## src/icache_pkg.sv

```systemverilog
package icache_pkg;

	// Cache geometry
	localparam int LINE_BYTES_W   = 6;
	localparam int TAG_W          = 20;
	localparam int INDEX_W        = 32 - TAG_W - LINE_BYTES_W;
	localparam int OFFSET_W       = LINE_BYTES_W - 2;
	localparam int NUM_LINES      = 2 ** INDEX_W;
	localparam int WORDS_PER_LINE = 2 ** OFFSET_W;

	// AHB transfer types
	localparam logic [1:0] HTRANS_IDLE   = 2'b00;
	localparam logic [1:0] HTRANS_NONSEQ = 2'b10;
	localparam logic [1:0] HTRANS_SEQ    = 2'b11;

	// CPU address split with the tag in the top bits
	typedef struct packed {
		logic [TAG_W-1:0]    tag;
		logic [INDEX_W-1:0]  idx;
		logic [OFFSET_W-1:0] off;
		logic [1:0]          byte_off;
	} fetch_addr_t;

	// Master side of the refill port
	typedef struct packed {
		logic [31:0] haddr;
		logic [1:0]  htrans;
		logic        sel;
	} ahb_req_t;

	typedef struct packed {
		logic [31:0] hrdata;
		logic        hready;
	} ahb_rsp_t;

	// One write into the line array
	typedef struct packed {
		logic                write;
		logic [INDEX_W-1:0]  idx;
		logic [OFFSET_W-1:0] off;
		logic [TAG_W-1:0]    tag;
		logic [31:0]         data;
		logic                valid;
	} line_wr_t;

	// Refill and invalidate sequencing
	typedef enum logic [2:0] {
		IDLE          = 3'd0,
		MEMREAD_FIRST = 3'd1,
		MEMREAD       = 3'd2,
		WAIT_WRITE    = 3'd3,
		WAIT_READ     = 3'd4
	} ctrl_state_t;

endpackage

```

## src/cache_line.sv

```systemverilog
module cache_line
	import icache_pkg::*;
(
	input  logic                clk,
	input  logic                nrst,
	input  logic                we,
	input  line_wr_t            wr,
	input  logic [OFFSET_W-1:0] rd_off,
	output logic [TAG_W-1:0]    rd_tag,
	output logic                rd_valid,
	output logic [31:0]         rd_data
);

	logic [31:0]      data_q [WORDS_PER_LINE];
	logic [TAG_W-1:0] tag_q;
	logic             valid_q;

	// Line valid flag
	always_ff @(posedge clk or negedge nrst) begin
		if (!nrst) begin
			valid_q <= 1'b0;
		end else if (we) begin
			valid_q <= wr.valid;
		end
	end

	always_ff @(posedge clk) begin
		if (we) begin
			tag_q          <= wr.tag;
			data_q[wr.off] <= wr.data;
		end
	end

	// Combinational read port
	assign rd_tag   = tag_q;
	assign rd_valid = valid_q;
	assign rd_data  = data_q[rd_off];

endmodule

```

## config.mk

```make
export PLATFORM = sky130hd
export DESIGN_NAME = cache_line
export DESIGN_NICKNAME = d
export VERILOG_FILES = /design/src/icache_pkg.sv /design/src/cache_line.sv
export SDC_FILE = /design/constraint.sdc
export NUM_CORES = 1
export LEC_CHECK = 0
export BUFFER_PORTS_ARGS = -buffer_cell sky130_fd_sc_hd__buf_4
export CORE_UTILIZATION = 31
export CTS_CLUSTER_DIAMETER = 200
export DETAILED_ROUTE_END_ITERATION = 8
export GPL_TIMING_DRIVEN = 0
export PLACE_DENSITY = 0.49
export SLEW_MARGIN = 30
export SYNTH_ARGS = -nofsm -noshare
export SYNTH_HDL_FRONTEND = slang
export SYNTH_SLANG_ARGS = --single-unit
```

## constraint.sdc

```tcl
create_clock -name clk -period 1.29 [get_ports clk]
set_input_delay 0 -clock clk [delete_from_list [all_inputs] [get_ports clk]]
set_output_delay 0 -clock clk [all_outputs]
set_load 0.02 [all_outputs]
```

# After elaboration in Yosys (flattened, before gate mapping)
# Memory sizes are Yosys's and may differ from the RTL's.
# Index checks and enable logic that the tools add are counted.
# totals
ramBits	512
memories	1
input_bits	71
reg_bits	21
elab_cells	5
output_inout_bits	53
# op_classes
mux	2
# mem_list
memory	words	word_bits	rd	rd_ports_with_merged_regs	wr	line	source
data_q	16	32	1	0	1	cache_line.sv:14	logic [31:0] data_q [WORDS_PER_LINE];
# ops
operator	count
$mux 1	2

# Depth between registers and ports, before layout
# Gate-level depths: netlist of the first run.
# depth
depth_word	2
mapped_depth	5
ltp_nobuf	3

# Worst setup path after synthesis of the first run
# Ideal clock, no wire load.
# synth_path
path_type	input -> register
from	input port wr[55] in the netlist's numbering
to	memory data_q[0][0], enable pin
required_ps	829
setup_ps	461
path_buffers	0
setup_slack_ps	-1890
arrival_time_ps	2718
path_stages	2
cell_sequence	or3b_2 -> nor3_1
# synth_rtl
element	line	source
start: declaration	cache_line.sv:7	input line_wr_t wr,
end: declaration	cache_line.sv:14	
# Straight into the memory's write port.

# Worst setup path in the final report of the first run
# layout_path
from	memory data_q[3][29]
to	output port rd_data[29]
# layout_via
elab_chain_cells	1
# layout_rtl
element	line	source
$mem_v2 16x32	--	
end: declaration	cache_line.sv:11	output logic [31:0] rd_data
# No other way between the ends.

==> results of run 1 <==
-- Yosys cell counts --
cell type                  number
sky130_fd_sc_hd__a22oi_1       64
sky130_fd_sc_hd__and2_1         1
sky130_fd_sc_hd__buf_1          9
sky130_fd_sc_hd__buf_2          8
sky130_fd_sc_hd__buf_4          9
sky130_fd_sc_hd__clkbuf_1      17
sky130_fd_sc_hd__dfrtp_1        1
sky130_fd_sc_hd__edfxtp_1     532
sky130_fd_sc_hd__mux2_2         1
sky130_fd_sc_hd__mux4_2       128
sky130_fd_sc_hd__nand2_1       33
sky130_fd_sc_hd__nand2b_1       2
sky130_fd_sc_hd__nand3_1        1
sky130_fd_sc_hd__nand3b_1       2
sky130_fd_sc_hd__nor2_1        13
sky130_fd_sc_hd__nor2b_1        2
sky130_fd_sc_hd__nor3_1         4
sky130_fd_sc_hd__or3b_2         1
-- per-stage QoR --
step | std cells | total power, mW | cell area, um2 | utilization [%] | setup WS [ns]
final | 1999 | 37.9 | 25600 | 40.5 | -0.705
after floorplan | 828 | 21.1 | 20000 | - | -0.419
after global placement | 1788 | 22.2 | 21900 | 34.7 | -1.69
after detailed placement | 1824 | 22.3 | 22700 | 35.9 | -0.856
after global routing | 1999 | 39.2 | 25600 | 40.5 | -0.783
after CTS | 1994 | 38.3 | 25500 | 40.3 | -0.755
-- layout by cell type, fill, tap and decap left out, drive strengths merged, types with 13 or more instances in the layout --
cell,n
mux4,128
buf,190
dlygate4sd3,59
clkinv,23
nand2,33
clkbuf,88
a22oi,64
nor2,13
edfxtp,532
-- cells by family after synthesis --
family	count (synthesis)	synth area share (%)
buffers and inverters	43	1.03
and+or+nand+nor	59	1.27
DFF	533	80.7
muxes	129	14.6
AOI/OAI and AO/OA	64	2.42
-- cell type report --
type | count | area [um2] | area share, %
Sequential cell | 533 | 16000 | 62.5
Timing Repair Buffer | 223 | 2500 | 9.76
Buffer | 43 | 214 | 0.835
Clock buffer | 72 | 1500 | 5.87
Tap cell | 846 | 1060 | 4.13
Clock inverter | 30 | 278 | 1.08
Multi-Input combinational cell | 252 | 4070 | 15.9
-- per-layer routing --
layer  vias up  track usage, %  share of wire [%]  routed length, um
met2       195            24.0                 49              23000
li1       4135               -                  -                  -
met5         -               0                  0                  0
met3        62            2.87                4.2               1960
met4         0            3.82                2.0                942
met1      5151            19.9                 44              20700
-- worst max-delay path by stage --
stage / endpoint / slack [ns] / cells past startpoint
floorplan: data_q[0][0] / -0.42 / 2
CTS: rd_data[29] / -0.75 / 4
global route: rd_data[29] / -0.78 / 4
global placement: data_q[0][9] / -1.69 / 3
detailed placement: data_q[12][2] / -0.86 / 6
finish: rd_data[29] / -0.71 / 4
-- tightest hold or removal path, delay by kind of cell --
family | cells | cell delay, ns
and+or+nand+nor | 2 | 0.25
buffers and inverters | 1 | 0.14
-- flip-flops by register name (all words and copies together) (netlist names) --
register and cells:
data_q 512, rd_valid 1, rd_tag 20
-- power by group through the flow --
stage	Combinational, mW	Clock (mW)	Sequential (mW)
floorplan	1.14	0	20.0
global placement	2.29	0	19.9
detailed placement	2.41	0	19.9
CTS	2.76	16.0	19.5
global route	2.92	16.7	19.6
finish	2.73	15.6	19.5
-- timing repair --
item	CTS	global route
hold endpoints to repair	617	51
setup buffers	8	5
pin swaps	65	15
gates resized for setup	81	21
hold buffers	60	4
setup endpoints to repair	76	201
==> run metrics, run 1 <==
run status finished, violations left; violations in the final reports hold timing, setup timing; final count of negative-setup-slack endpoints between 150 and 200; width of the die 255 um; wire length of the first global-routing pass slightly below 70 mm; number of design-rule violations left by the first detailed-router iteration 814; H-Tree Depth 2; Fin Setup TNS -42.15 ns; placed wire-length estimate after detailed placement about 30 mm; clk sinks between 500 and 600; sequential group share of total power 51.6%; Critical Path RT 1.29 ns; max-cap violation count 0; Netlist cell types 18; final critical-path required period between 1.5 and 2 ns; maximum clock frequency 501 MHz; total number of vias around 9500; static leakage a little over 8 nW; relative slew slack between 30% and 40%; I/O Buffers approximately 110; launch point of the worst hold path we; Max Transition Viols Final 0; Longest Clk Path Bufs 3; fraction of power consumed by the clock network between 40 and 50%; CTS tree done; dominant cells by area after synthesis sky130_fd_sc_hd__edfxtp_1, sky130_fd_sc_hd__mux4_2, sky130_fd_sc_hd__a22oi_1; cell family with the largest share of critical-path delay multiplexers; area enclosed by the die boundary about 65000 um2; Post-Syn Nets between 800 and 900; number of cells on the worst reg-to-reg path 1; total track usage between 10 and 15%; mean area per synthesized cell between 20 and 25 um2; final worst-path setup slack -0.705 ns; Net Switching approximately 8.1 mW; number of cells traversed by the worst hold path 3; worst supply voltage drop on vdd 0.940 mV; arrival time at the worst endpoint about 2.0 ns; Worst-Margin Slew just over 1 ns; Post-layout nets approximately 1200; maximum fanout encountered on the critical timing path 1; standard cell with the maximum stage delay on the critical path sky130_fd_sc_hd__mux4_2; end point of the most critical hold path data_q[15][25]; most area-hungry cell type in the Yosys netlist sky130_fd_sc_hd__edfxtp_1; total number of placement rows between 90 and 100; fraction of final layout cells sized beyond drive strength 1 41.0%; minimum hold slack -0.0191 ns; antenna cell count 0; overflow left after global routing 0; Reg clk slew, reported paths around 0.06 ns; Placer Congestion slightly below 0.7; crit end category output pin; Syn. warnings 0; Critical Setup Path Class reg2out; fillers ~5600; routed length per instance around 23 um; worst r2r dst rd_valid; Buffers & Inverters on Critical Path 1; post-synthesis register bit count approximately 530; delay of the slowest cell on the worst path slightly below 0.5 ns; cell internal power dissipation ~30 mW; worst flop-to-flop path startpoint rd_valid; switching power as a share of total power 21.5%; cells after synthesis approximately 830; type of origin of the critical path flop; power density relative to cell area 1480 nW/um2; die height 255 um; worst clock skew on the final layout 0 ns; Layout Area Growth over Synthesis 29.2%; HP Class in2reg; setup repair after global routing missed its margin yes; post-synthesis sequential area ratio between 80% and 90%; final hold violation count 10; root cell of the clock tree sky130_fd_sc_hd__clkbuf_16; crit path from data_q[3][29]; antenna violations before repair 0; count of nets left with antenna violations after detail routing 0; Comb pwr share approximately 7.2%; Vias per Instance ~4.8; internal reg-to-reg setup slack around 0.55 ns; largest net degree at the start of global routing 22; clock latency of the later-clocked register in the worst-skew pair roughly 0.60 ns; count of TritonRoute iterations in the first routing pass 5; share of the cycle needed by the critical path after routing 155%; area fraction of the dominant cell type after synthesis between 80% and 90%; ports placed on the boundary 124; series of cell instances along the critical path mux4_2 -> a22oi_2 -> nand2_2 -> buf_6; Inserted Clock Buffers 57; number of global-route vias before repair about 10000; synthesized area about 20000 um2; detailed-route wire length 46.6 mm; starting utilization of the core area around a third; placeable core region ~63000 um2; # DRC 0
No activity file was read; power rests on OpenSTA's default activity.
==> inputs of run 2 (changes only) <==
--- a/config.mk
+++ b/config.mk
@@ -5,12 +5,14 @@
 export SDC_FILE = /design/constraint.sdc
 export NUM_CORES = 1
 export LEC_CHECK = 0
+export ABC_CLOCK_PERIOD_IN_PS = 1290
 export BUFFER_PORTS_ARGS = -buffer_cell sky130_fd_sc_hd__buf_4
 export CORE_UTILIZATION = 31
 export CTS_CLUSTER_DIAMETER = 200
 export DETAILED_ROUTE_END_ITERATION = 8
 export GPL_TIMING_DRIVEN = 0
 export PLACE_DENSITY = 0.49
+export RECOVER_POWER = 25
 export SLEW_MARGIN = 30
 export SYNTH_ARGS = -nofsm -noshare
 export SYNTH_HDL_FRONTEND = slang
==> run 2 against run 1 <==
The run ends with setup timing left. Global-route usage stayed put. Cell area down 0.22%. Setup slack worse by 0.0010 ns. Critical endpoint unchanged.
==> run metrics, run 2 (synthesized netlist as in run 1, its figures left out) <==
run status finished, violations left; violations in the final reports setup timing; most common library cell in the layout ignoring fill and taps sky130_fd_sc_hd__edfxtp_1; total number of placement rows 92 (unchanged); overflow left after global routing 0 (unchanged); maximum clock frequency 501 MHz (about the same); count of nets left with antenna violations after detail routing 0 (unchanged); Layout Area Growth over Synthesis 28.9%; switching power as a share of total power 21.5% (about the same); routed length per instance 23.3 um (-0.18%); antenna violations before repair 0 (unchanged); antenna cell count 0 (unchanged); total number of vias 9529 (-0.15%); cell internal power dissipation 29.7 mW (about the same); count of TritonRoute iterations in the first routing pass 5 (unchanged); Inserted Clock Buffers 57 (unchanged); CTS tree done; Vias per Instance 4.77 (-0.15%); maximum fanout encountered on the critical timing path 1 (unchanged); register with the most flip-flops data_q; internal reg-to-reg setup slack 0.54 ns (about the same); largest net degree at the start of global routing 22 (unchanged); power density relative to cell area 1480 nW/um2 (+0.16%); launch point of the worst hold path we; fraction of final layout cells sized beyond drive strength 1 39.6% (-1.4 points); placed wire-length estimate after detailed placement 30.2 mm (unchanged); relative slew slack 23.7% (-9.3 points); final critical-path required period 2.00 ns (+0.00100 ns); final hold violation count 0 (-10); max-cap violation count 0 (unchanged); Critical Setup Path Class reg2out; clk sinks 533 (unchanged); Worst-Margin Slew 1.14 ns (+0.139 ns); wire length of the first global-routing pass 68.2 mm (unchanged); die height 255 um (unchanged); number of design-rule violations left by the first detailed-router iteration 869 (+6.8%); share of the cycle needed by the critical path after routing 155% (about the same); total track usage 14.6% (unchanged); placeable core region 63200 um2 (unchanged); worst flop-to-flop path startpoint rd_valid; number of cells on the worst reg-to-reg path 1 (unchanged); static leakage 8.17 nW (-0.75%); placed cell area 22700 um2 (unchanged); final instance area 25600 um2 (-0.22%); Net Switching 8.14 mW (about the same); HP Class in2reg; type of origin of the critical path flop; Reg clk slew, reported paths 0.06 ns (about the same); leading cell types in the layout, fill and taps excluded sky130_fd_sc_hd__edfxtp_1, sky130_fd_sc_hd__mux4_2, sky130_fd_sc_hd__buf_4, sky130_fd_sc_hd__dlygate4sd3_1, sky130_fd_sc_hd__clkbuf_16; starting utilization of the core area 31.4% (unchanged); ports placed on the boundary 124 (unchanged); final worst-path setup slack -0.706 ns (-0.00100 ns); worst clock skew on the final layout 0 ns (unchanged); utilization after layout 40.4% (-0.091 points); Max Transition Viols Final 0 (unchanged); H-Tree Depth 2 (unchanged); fillers 5563 (+0.14%); Placer Congestion 0.689 (unchanged); Longest Clk Path Bufs 3 (unchanged); number of global-route vias before repair 10133 (unchanged); minimum hold slack 0.0749 ns (+0.0940 ns); fraction of power consumed by the clock network 41.2% (about the same); setup repair after global routing missed its margin yes; layer carrying the most global-route usage met2; Critical Path RT 1.29 ns (about the same); # DRC 0 (unchanged); sequential group share of total power 51.6% (about the same); met1 usage in global routing 19.9% (unchanged); clock latency of the later-clocked register in the worst-skew pair 0.60 ns (about the same); Comb pwr share 7.1% (about the same); I/O Buffers 114 (unchanged); Post-layout nets 1181 (unchanged); root cell of the clock tree sky130_fd_sc_hd__clkbuf_16; final count of negative-setup-slack endpoints 200 (+0.50%); number of cells traversed by the worst hold path 3 (unchanged); area enclosed by the die boundary 65000 um2 (unchanged); worst r2r dst rd_valid; width of the die 255 um (unchanged); met2 Use GR 24.0% (unchanged); worst supply voltage drop on vdd 0.941 mV (about the same); end point of the most critical hold path data_q[15][25]; flip-flop count of the largest register, all copies and words added 512 (unchanged); arrival time at the worst endpoint 2.00 ns (about the same); crit end category output pin; detailed-route wire length 46.5 mm (-0.18%); global routing met3 resource utilization 2.87% (unchanged)
run 2: cell count changes in the layout (fill, tap and decap cells not counted), sizes merged:
cell,previous run,this run
buf,190,153
clkbuf,88,125
run 2: layout make-up:
| type | instances | area [um2] | area share, % |
|---|---|---|---|
| multi-input cells | 252 | 4070 | 15.9 |
| flip-flops and latches | 533 | 16000 | 62.6 |
| clock inverters | 30 | 278 | 1.09 |
| plain buffers | 43 | 214 | 0.837 |
| well taps | 846 | 1060 | 4.14 |
| repair buffers | 223 | 2440 | 9.55 |
| clock buffers | 72 | 1500 | 5.88 |
run 2: power by group through the flow:
stage,Sequential [mW],Combinational [mW],Clock [mW]
3_5_place_dp,19.9,2.41,0
2_1_floorplan,20.0,1.14,0
5_1_grt,19.6,2.89,16.7
4_1_cts,19.5,2.76,16.0
3_3_place_gp,19.9,2.29,0
6_report,19.5,2.70,15.6
run 2: worst max-delay path, stage by stage (launching register included):
cell                       delay (ns)
sky130_fd_sc_hd__edfxtp_1        0.37
sky130_fd_sc_hd__mux4_2          0.49
sky130_fd_sc_hd__a22oi_2         0.27
sky130_fd_sc_hd__nand2_2         0.11
sky130_fd_sc_hd__buf_6           0.15
run 2: stage by stage:
step                      instances  power (mW)  setup slack [ns]  setup TNS (ns)
after floorplan                 828        21.1            -0.419          -55.10
after global placement         1788        22.2             -1.69         -591.38
after detailed placement       1824        22.3            -0.856         -200.77
after CTS                      1994        38.3            -0.755          -31.52
after global routing           1999        39.2            -0.783          -47.50
final                          1999        37.8            -0.706          -41.87
run 2: worst max path at each step:
stage / start / endpoint / slack (ns)
finish: data_q[3][29] / rd_data[29] / -0.71
global route: data_q[3][29] / rd_data[29] / -0.78
CTS: data_q[3][29] / rd_data[29] / -0.75
detailed placement: we / data_q[12][2] / -0.86
global placement: we / data_q[0][9] / -1.69
floorplan: wr[55] / data_q[0][0] / -0.42
run 2: routing by layer:
metal  vias up  wire, um
met2       208     23000
li1       4136         -
met3        62      2090
met4         0       942
met1      5123     20500
met5         -         0
run 2: timing repair:
action                                  CTS  global route
buffers inserted                          8             5
hold endpoints to repair                617            51
endpoints found under the setup margin   76           201
pin swaps                                65            15
gates resized for setup                  81            21
hold buffers                             60             4
