File: src/icache_pkg.sv
package icache_pkg;

	// Cache geometry
	localparam int LINE_BYTES_W   = 6;
	localparam int TAG_W          = 20;
	localparam int INDEX_W        = 32 - TAG_W - LINE_BYTES_W;
	localparam int OFFSET_W       = LINE_BYTES_W - 2;
	localparam int NUM_LINES      = 2 ** INDEX_W;
	localparam int WORDS_PER_LINE = 2 ** OFFSET_W;

	// AHB transfer types
	localparam logic [1:0] HTRANS_IDLE   = 2'b00;
	localparam logic [1:0] HTRANS_NONSEQ = 2'b10;
	localparam logic [1:0] HTRANS_SEQ    = 2'b11;

	// CPU address split with the tag in the top bits
	typedef struct packed {
		logic [TAG_W-1:0]    tag;
		logic [INDEX_W-1:0]  idx;
		logic [OFFSET_W-1:0] off;
		logic [1:0]          byte_off;
	} fetch_addr_t;

	// Master side of the refill port
	typedef struct packed {
		logic [31:0] haddr;
		logic [1:0]  htrans;
		logic        sel;
	} ahb_req_t;

	typedef struct packed {
		logic [31:0] hrdata;
		logic        hready;
	} ahb_rsp_t;

	// One write into the line array
	typedef struct packed {
		logic                write;
		logic [INDEX_W-1:0]  idx;
		logic [OFFSET_W-1:0] off;
		logic [TAG_W-1:0]    tag;
		logic [31:0]         data;
		logic                valid;
	} line_wr_t;

	// Refill and invalidate sequencing
	typedef enum logic [2:0] {
		IDLE          = 3'd0,
		MEMREAD_FIRST = 3'd1,
		MEMREAD       = 3'd2,
		WAIT_WRITE    = 3'd3,
		WAIT_READ     = 3'd4
	} ctrl_state_t;

endpackage

File: src/icache_ctrl.sv
module icache_ctrl
	import icache_pkg::*;
(
	input  logic                clk,
	input  logic                nrst,

	// CPU fetch side
	input  logic                read,
	input  fetch_addr_t         rdaddr,
	input  logic                hitinvalidate,
	input  fetch_addr_t         ivaddr,
	output logic                rdstall,
	output logic                ivstall,
	output logic [31:0]         rddata,

	// Line array status, selected by the top level
	output fetch_addr_t         req_addr,
	input  logic                sel_valid,
	input  logic [TAG_W-1:0]    sel_tag,
	input  logic [31:0]         sel_data,
	input  logic                iv_valid,
	input  logic [TAG_W-1:0]    iv_tag,

	// Line array access
	output logic [OFFSET_W-1:0] rd_off,
	output line_wr_t            wr,

	// AHB refill port
	output ahb_req_t            ahb,
	input  ahb_rsp_t            ahb_rsp
);

	ctrl_state_t         state;
	logic                req_q;
	logic [OFFSET_W-1:0] acc_off;
	logic [OFFSET_W-1:0] mem_off;
	logic [1:0]          htrans_q;
	logic                sel_q;
	line_wr_t            wr_q;
	logic                need_memread;
	logic                need_invalidate;
	logic                in_burst;

	// Hit and miss decisions
	assign need_memread    = req_q && !(sel_valid && sel_tag == req_addr.tag);
	assign need_invalidate = hitinvalidate && iv_valid && iv_tag == ivaddr.tag;

	assign rdstall = read && (state != IDLE || need_memread);
	assign ivstall = hitinvalidate && (state != IDLE || need_invalidate);
	assign rddata  = rdstall ? 32'd0 : sel_data;

	assign in_burst = state == MEMREAD_FIRST || state == MEMREAD;

	// Refill offset during a burst, request offset otherwise
	assign rd_off = in_burst ? acc_off : req_addr.off;

	// Address phase runs one word ahead of the data phase
	assign mem_off = acc_off + 1'b1;

	assign ahb.haddr  = {req_addr.tag, req_addr.idx, mem_off, 2'b00};
	assign ahb.htrans = htrans_q;
	assign ahb.sel    = sel_q;

	assign wr = wr_q;

	always_ff @(posedge clk or negedge nrst) begin
		if (!nrst) begin
			state    <= IDLE;
			req_q    <= 1'b0;
			req_addr <= '0;
			acc_off  <= '0;
			htrans_q <= HTRANS_IDLE;
			sel_q    <= 1'b0;
			wr_q     <= '0;
		end else begin
			case (state)
				IDLE: begin
					// Invalidate wins over a pending refill
					if (need_invalidate) begin
						wr_q.write <= 1'b1;
						wr_q.idx   <= ivaddr.idx;
						wr_q.off   <= '0;
						wr_q.tag   <= iv_tag;
						wr_q.data  <= '0;
						wr_q.valid <= 1'b0;
						state      <= WAIT_WRITE;
					end else if (need_memread) begin
						acc_off  <= '1;
						htrans_q <= HTRANS_NONSEQ;
						sel_q    <= 1'b1;
						state    <= MEMREAD_FIRST;
					end

					// Hold the missing request so the burst keeps its address
					if (!rdstall && !need_memread) begin
						req_q    <= read;
						req_addr <= rdaddr;
					end
				end

				MEMREAD_FIRST: begin
					if (ahb_rsp.hready) begin
						acc_off  <= acc_off + 1'b1;
						htrans_q <= HTRANS_SEQ;
						state    <= MEMREAD;
					end
				end

				MEMREAD: begin
					if (ahb_rsp.hready) begin
						wr_q.write <= 1'b1;
						wr_q.idx   <= req_addr.idx;
						wr_q.off   <= acc_off;
						wr_q.tag   <= req_addr.tag;
						wr_q.data  <= ahb_rsp.hrdata;

						if (acc_off == '1) begin
							// Line becomes valid with the last word
							wr_q.valid <= 1'b1;
							sel_q      <= 1'b0;
							state      <= WAIT_WRITE;
						end else begin
							wr_q.valid <= 1'b0;
							if (mem_off == '1) begin
								htrans_q <= HTRANS_IDLE;
							end
							acc_off <= acc_off + 1'b1;
						end
					end else begin
						wr_q.write <= 1'b0;
					end
				end

				WAIT_WRITE: begin
					wr_q.write <= 1'b0;
					state      <= WAIT_READ;
				end

				WAIT_READ: begin
					state <= IDLE;
				end

				default: begin
					state <= IDLE;
				end
			endcase
		end
	end

endmodule

File: config.mk
export PLATFORM = sky130hd
export DESIGN_NAME = icache_ctrl
export DESIGN_NICKNAME = d
export VERILOG_FILES = /design/src/icache_pkg.sv /design/src/icache_ctrl.sv
export SDC_FILE = /design/constraint.sdc
export NUM_CORES = 1
export LEC_CHECK = 0
export BUFFER_PORTS_ARGS = -buffer_cell sky130_fd_sc_hd__buf_2
export CAP_MARGIN = 20
export CORE_AREA = 2 2 133 135
export CTS_CLUSTER_DIAMETER = 150
export CTS_CLUSTER_SIZE = 16
export DETAILED_ROUTE_END_ITERATION = 10
export DIE_AREA = 0 0 135 137
export SLEW_MARGIN = 20
export SYNTH_ARGS = -nofsm -noshare
export SYNTH_HDL_FRONTEND = slang
export SYNTH_SLANG_ARGS = --single-unit
File: constraint.sdc
create_clock -name clk -period 3.2 [get_ports clk]
set_clock_uncertainty 0.05 [all_clocks]
set_input_delay 0 -clock clk [delete_from_list [all_inputs] [get_ports clk]]
set_output_delay 0 -clock clk [all_outputs]
set_load 0.1 [all_outputs]
Word-level counts from Yosys, hierarchy flattened:

Index checks and enable logic that the tools add are counted.

* multiplexer cells: 32
* equality and inequality tests: 16
* $add $sub $neg: 1
* reduce and logical (&&, ||, !) cells: 25

Operators with widths (count)
* $pmux W63 S2: 1
* $mux W64: 1
* $mux W63: 1
* $eq A20 B20 Y1: 2
* $mux W32: 1
* $mux W4: 6
* $mux W3: 5
* $mux W2: 6
* $ne A2 B2 Y1 const B: 6
* $pmux W3 S4: 1
* $pmux W4 S3: 1
* $reduce_bool A3 Y1: 3
* $eq A4 B4 Y1 const B: 2
* $logic_and A1 B1 Y1: 7
* $reduce_and A7 Y1: 1
* $eq A3 B2 Y1 const B: 2
* $mux W1: 6
* $pmux W2 S3: 1
* $reduce_and A6 Y1: 1
* $reduce_and A5 Y1: 1
* $add A4 B1 Y4 const B: 1
* $ne A2 B1 Y1 const B: 2
* $reduce_and A2 Y1: 2
* $reduce_and A4 Y1: 1
* 9 further kinds: 13

* input bits: 175
* logic and storage cells: 89
* register bits: 107
* output and inout bits: 169

Longest topological paths before layout:

Gate-level depths: netlist of run 1.

* depth after elaboration: 9
* depth in mapped cells: 8
* gate-level depth less buffers: 7

Worst setup path after synthesis of run 1:

OpenSTA, ideal clock, no wires.

* kind: register -> output
* start: reg state[2]
* end: out rd_off[0]
* arrival: 3.087 ns
* cell stages (with the launch flop): 5
* slack: 0.063 ns
* cells stage by stage: dfrtp_1 buf_2 nor3_1 nor2_1 o21ai_0

* cells in the longest elaborated chain, start to end: 3
* elaborated cells on any way between the ends: 4
* those cells by class: 2 x eq/ne; 1 x mux; 1 x reduce/logical

Ends and longest elaborated chain
* start, declared: RTL line icache_ctrl.sv:33 `ctrl_state_t state;`
* start signal, assigned: RTL line icache_ctrl.sv:68 `state <= IDLE;`
* start signal, assigned: RTL line icache_ctrl.sv:86 `state <= WAIT_WRITE;`
* start signal, assigned: RTL line icache_ctrl.sv:91 `state <= MEMREAD_FIRST;`
* $eq A3 B1 Y1 or $eq A3 B2 Y1 (tied branches): RTL line icache_ctrl.sv:52 `assign in_burst = state == MEMREAD_FIRST || state == MEMREAD;`
* $logic_or A1 B1 Y1 (*): RTL line icache_ctrl.sv:52
* $mux W4 (*): RTL line icache_ctrl.sv:55 `assign rd_off = in_burst ? acc_off : req_addr.off;`
* end, declared: RTL line icache_ctrl.sv:25 `output logic [OFFSET_W-1:0] rd_off,`

Mark *: on every way between the ends. The rest lies on a longest branch, timed or not.

Worst setup path in the final report of run 1:

* start: in iv_tag[18]
* end: out ivstall

* cells in the longest elaborated chain, start to end: 4

Ends and longest elaborated chain
* start, declared: RTL line icache_ctrl.sv:22 `input logic [TAG_W-1:0] iv_tag,`
* $eq A20 B20 Y1: RTL line icache_ctrl.sv:46 `assign need_invalidate = hitinvalidate && iv_valid && iv_tag == ivaddr.tag;`
* $logic_and A1 B1 Y1: RTL line icache_ctrl.sv:46
* $logic_or A1 B1 Y1: RTL line icache_ctrl.sv:49 `assign ivstall = hitinvalidate && (state != IDLE || need_invalidate);`
* $logic_and A1 B1 Y1: RTL line icache_ctrl.sv:49
* end, declared: RTL line icache_ctrl.sv:13 `output logic ivstall,`

No other way between the ends.

==> flow_summary.yaml, run 1 <==
hold_path:
  min_path_type: "primary input to asynchronous set/reset pin"
placement:
  gp_congestion: 0.780
  dpl-instance-area_sq_mm: 0.00757
  portBuffers: 335
  dpl.hpwl_um: 13100
routing:
  wl_met2_um: 9230
  vias_per_cell: 4.48
  top_layer: "met4"
  wirelength_um: 18200
  met1_length_um: 7170
  wire_per_inst_um: 16.6
  drtIter0Drc: 144
  drc: 0
  ant_nets: 0
  met3_length_um: 1250
  via_count: 4902
  first_pass_iters: 4
yosys:
  synth_ff_type: "dfrtp_1"
  ys_ff_latch: 107
  yosys-mux-area-fraction: 0.140
  synth_cell_type_count: 41
  yosysMostFrequentCell: "dfrtp_1"
  syn_area_sq_mm: 0.00539
  synth_edf_count: 0
  syn_inst: 469
  netlist.area_leader.share: 0.497
  synth_warnings: 0
  synthTopCellsByCount: "107 x dfrtp_1, 38 x xnor2_1, 37 x nand2_1"
  synth-simple-area-share: 0.104
  synth_compound_area_frac: 0.114
  async_flop_share: 1.00
  ys_top_cells_by_area: "dfrtp_1 50%, mux2_4 8.4%, xnor2_1 6.2%"
  synth_top_family_by_area: "multiplexers"
  synth_xor_area_frac: 0.0682
  synth_area_per_cell_sq_um: 11.5
  synth_top_area_cell: "dfrtp_1"
  synthAdderAreaFrac: 0.00464
  synth-seq-area-share: 0.497
final_layout:
  finalNetCount: 1038
  fin_area_sq_mm: 0.00879
  fillers: 1532
  final_core_util: 0.516
  syn_to_final_growth_pct: 63.1
  drive_gt1_frac: 0.455
clock_network:
  clk_pin_slew_ns: 0.08
  cts_buffer_depth: 2
  htree_num_levels: 3
  cts_tree: "built"
  numClockSinks: 107
  cts_root_buffer: "clkbuf_16"
  insertion_delay_ns: 0.35
  ctsResizeCount: 0
  cts_setup_buffers: 0
  cts_buffers: 9
grt:
  grt_max_degree: 108
  antenna_found_initial: 2
  grt_pass1_vias: 4840
  grt_pass1_wl_um: 26800
  grt_overflow: 0
  track_usage: 0.191
timing:
  grt_setup_unrepaired: "no"
  setup_viol: 0
  finalHoldViolCount: 0
  whs_ns: 0.228
  fmax_ghz: 0.350
  slew_violations: 0
  worstMarginPinSlew_ns: 0.990
  relSlewSlack: 0.340
  setup_tns_ns: 0
  fin_crit_sh: 0.894
  min_period_ns: 2.86
worst_setup_path:
  crit_end: "ivstall"
  critical-path-max-stage-delay_ns: 0.62
  reg2reg_to: "ahb[34]$_DFFE_PN0P_"
  crit_start: "iv_tag[18]"
  reg2reg_depth: 6
  path_common_cell: "buf_2"
  crit_arrival_ns: 2.81
  rrSetupSlack_ns: 0.69
  crit_slowest_cell: "nor4_2"
  cp.required_ns: 3.15
  rr_startpoint: "ahb[34]$_DFFE_PN0P_"
  cp_cell_sequence: "dlygate4sd3_1, buf_2, xnor2_1, nand4_1, nor4_2, a21oi_1, nor2b_1, buf_2"
  start_kind: "primary input"
  crit_fanout: 4
  criticalPathCategory: "primary input to output port"
  critPathCaptureType: "output port"
floorplanning:
  die-area_sq_mm: 0.0185
  rows: 48
  start_util: 0.316
  die_h_um: 137
  io_pins: 344
  die_w_um: 135
  core_sq_mm: 0.0171
run_status:
  run_status: "finished clean"
job:
  drv_cap: 0
==> repair_timing <==
action | in CTS | in global routing
setup endpoints to repair | 0 | 0
endpoints found under the hold margin | 201 | 0
hold buffers | 93 | 0
==> sequential cells by signal (all words and copies together), names as in the netlist <==
| signal | flops |
|---|---|
| ahb | 26 |
| htrans_q | 2 |
| req_addr | 6 |
| sel_q | 1 |
| state | 3 |
| req_q | 1 |
| acc_off | 4 |
| wr | 64 |
==> per-stage QoR <==
step                      setup slack (ns)  std cells
after floorplan                     0.0635        470
after CTS                            0.372       1091
final                                0.340       1093
after global placement               0.656        982
after global routing                 0.253       1092
after detailed placement             0.629        982
==> placed cells by master (no fill, tap or decap), drive strengths merged, types with 3 or more instances in the layout <==
cell type / instances
a21oi: 3
a22o: 36
a31oi: 3
and2: 34
and3: 3
buf: 341
clkbuf: 10
dfrtp: 107
dlygate4sd3: 93
inv: 14
mux2: 33
mux2i: 27
nand2: 37
nand3: 7
nand4: 8
nor2: 5
nor3: 5
nor4: 3
o21ai: 37
xnor2: 38
xor2: 4
==> worst min path at each step <==
stage / startpoint / endpoint / slack [ns]
floorplan: nrst / acc_off[0]$_DFFE_PN0P_ / -0.35
global placement: nrst / wr[20]$_DFFE_PN0P_ / 0.08
detailed placement: nrst / wr[17]$_DFFE_PN0P_ / 0.09
global route: nrst / wr[21]$_DFFE_PN0P_ / 0.29
finish: nrst / wr[25]$_DFFE_PN0P_ / 0.23
CTS: nrst / wr[25]$_DFFE_PN0P_ / 0.26
==> cell type report <==
class,instances,area [sq um],area share
diodes,2,5.00,0.000569
clock buffers,10,229,0.0260
clock inverters,6,58.8,0.00669
inverters,10,37.5,0.00427
multi-input cells,299,2340,0.267
flip-flops and latches,107,2680,0.304
well taps,225,282,0.0320
repair buffers,434,3160,0.359
==> worst max-delay path, delay by kind of cell <==
kind	cells	cell delay (ns)
simple gates	3	1.08
xor+xnor	1	0.26
compound gates	1	0.34
buf+inv	3	1.11
==> kinds of logic (layout without fill, tap and decap cells) <==
| kind of cell | Yosys count | in the layout |
|---|---|---|
| buf+inv | 64 | 460 |
| mux | 60 | 60 |
| other cells | 1 | 4 |
| compound gates | 88 | 88 |
| fa+ha+maj | 2 | 2 |
| simple gates | 105 | 105 |
| flops | 107 | 107 |
| xor+xnor | 42 | 42 |
==> layer usage <==
layer,track usage,up-vias
met3,0.0367,27
met2,0.329,226
met1,0.231,2261
li1,-,2388
met5,0,-
met4,0.0874,0
Power of run 1 is not shown: default switching activity piles up to over one toggle a cycle in this logic, so the estimate is an artifact.
==> run 2, diff against run 1 <==
==> constraint.sdc (replaced) <==
create_clock -name clk -period 3.2 [get_ports clk]
set_clock_uncertainty 0.05 [all_clocks]
set_input_delay 0 -clock clk [delete_from_list [all_inputs] [get_ports clk]]
set_output_delay 0 -clock clk [all_outputs]
set_load 0.05 [all_outputs]
==> flow_summary.yaml, run 2 (synthesis results as in run 1) <==
worst_setup_path:
  cp.required_ns: 3.15
  criticalPathCategory: "register to output port"
  start_kind: "register"
  critPathCaptureType: "output port"
  crit_arrival_ns: 2.65
  crit_fanout: 33
hold_path:
  min_path_type: "primary input to asynchronous set/reset pin"
final_layout:
  layout_commonest_cell: "buf_2"
  syn_to_final_growth_pct: 53.9
  drive_gt1_frac: 0.456
  final_core_util: 0.486
  final_cell_mix: "334 x buf_2, 107 x dfrtp_1, 93 x dlygate4sd3_1"
  largest_reg_flops: 64
  finalNetCount: 1039
  fillers: 1580
placement:
  portBuffers: 335
  dpl.hpwl_um: 12900
  gp_congestion: 0.788
timing:
  worstMarginPinSlew_ns: 0.983
  relSlewSlack: 0.345
  fmax_ghz: 0.371
  setup_tns_ns: 0
  setup_viol: 0
  finalHoldViolCount: 0
  min_period_ns: 2.70
  slew_violations: 0
  fin_crit_sh: 0.842
  grt_setup_unrepaired: "no"
floorplanning:
  core_sq_mm: 0.0171
  start_util: 0.316
  io_pins: 344
  die_h_um: 137
  die-area_sq_mm: 0.0185
  rows: 48
  die_w_um: 135
clock_network:
  cts_buffer_depth: 2
  numClockSinks: 107
  cts_buffers: 9
  cts_tree: "built"
  cts_setup_buffers: 0
  clk_pin_slew_ns: 0.08
  insertion_delay_ns: 0.35
  cts_root_buffer: "clkbuf_16"
  htree_num_levels: 3
routing:
  wire_per_inst_um: 16.3
  via_count: 4880
  wirelength_um: 17800
  first_pass_iters: 4
  vias_per_cell: 4.47
  drc: 0
  drtIter0Drc: 179
  ant_nets: 0
power:
  vdd_drop_max_mv: 0.686
  p_per_area_mw_per_mm2: 1240
  p_leak_nw: 4.30
grt:
  grt_overflow: 0
  antenna_found_initial: 1
  track_usage: 0.185
  grt_max_degree: 59
  grt_pass1_wl_um: 26200
  grt_pass1_vias: 4789
job:
  drv_cap: 0
run_status:
  run_status: "finished clean"
-- run 2: cell count changes in the layout (fill, tap and decap cells not counted), moves of 2 or more --
cell	change
inv_6	-2
buf_12	-33
buf_4	+2
buf_2	+32
-- run 2: cell type report --
cell class	count	area, sq um	area share
sequential	107	2680	0.323
timing repair buffer	435	2680	0.323
multi-input combinational	299	2340	0.283
tap	225	282	0.0339
clock buffer	9	225	0.0272
clock inverter	6	50.0	0.00604
inverter	10	37.5	0.00453
antenna	1	2.50	0.000302
-- run 2: path summary, 6_finish.rpt --
path | from | endpoint | slack (ns) | cells past startpoint
max in group asynchronous | nrst | wr[61]$_DFFE_PN0P_ | 2.06 | 3
hold reg to reg | wr[0]$_DFFE_PN0P_ | wr[0]$_DFFE_PN0P_ | 0.43 | 1
setup / recovery | ahb[34]$_DFFE_PN0P_ | rddata[9] | 0.50 | 8
setup reg to reg | ahb[34]$_DFFE_PN0P_ | ahb[14]$_DFFE_PN0P_ | 0.65 | 6
hold / removal | nrst | wr[20]$_DFFE_PN0P_ | 0.13 | 2
min in group clk | ivaddr[29] | state[1]$_DFFE_PN0P_ | 0.32 | 7
-- run 2: critical path: stages, from the launching register on --
cell and delay [ns]:
dfrtp_1 0.47, xnor2_1 0.19, nand4_1 0.16, nor4_2 0.37, a21boi_1 0.19, o21ai_1 0.19
buf_4 0.28, and2_1 0.18, buf_2 0.27
-- run 2: routing by layer --
layer	GRT usage	part of all wire	up-vias
met5	0	0	-
met1	0.229	0.41	2267
met2	0.329	0.51	211
li1	-	-	2386
met4	0.0538	0.014	0
met3	0.0348	0.066	16
-- run 2: where the power goes --
part / switching [mW] / internal, mW
registers: 0.547 / 1.99
clock network: 0.516 / 0.535
logic: 4.79 / 1.87
total: 5.85 / 4.40
-- run 2: per-stage QoR --
stage          cell area, sq um  setup WS [ns]  std cells  hold WS [ns]  total power [mW]
2_1_floorplan              5390          0.841        470        -0.346              7.81
3_3_place_gp               7080          0.654        983       -0.0336              9.10
3_5_place_dp               7080          0.607        983       -0.0266              9.14
4_1_cts                    8290          0.392       1091         0.143              10.3
5_1_grt                    8290          0.210       1091         0.187              10.7
6_report                   8290          0.504       1092         0.134              10.2
-- run 2: what timing repair did --
| item | in CTS | in global routing |
|---|---|---|
| gates resized for setup | 0 | 0 |
| hold buffers | 93 | 0 |
| hold endpoints to repair | 132 | 0 |
(Power assumes the default switching activity.)
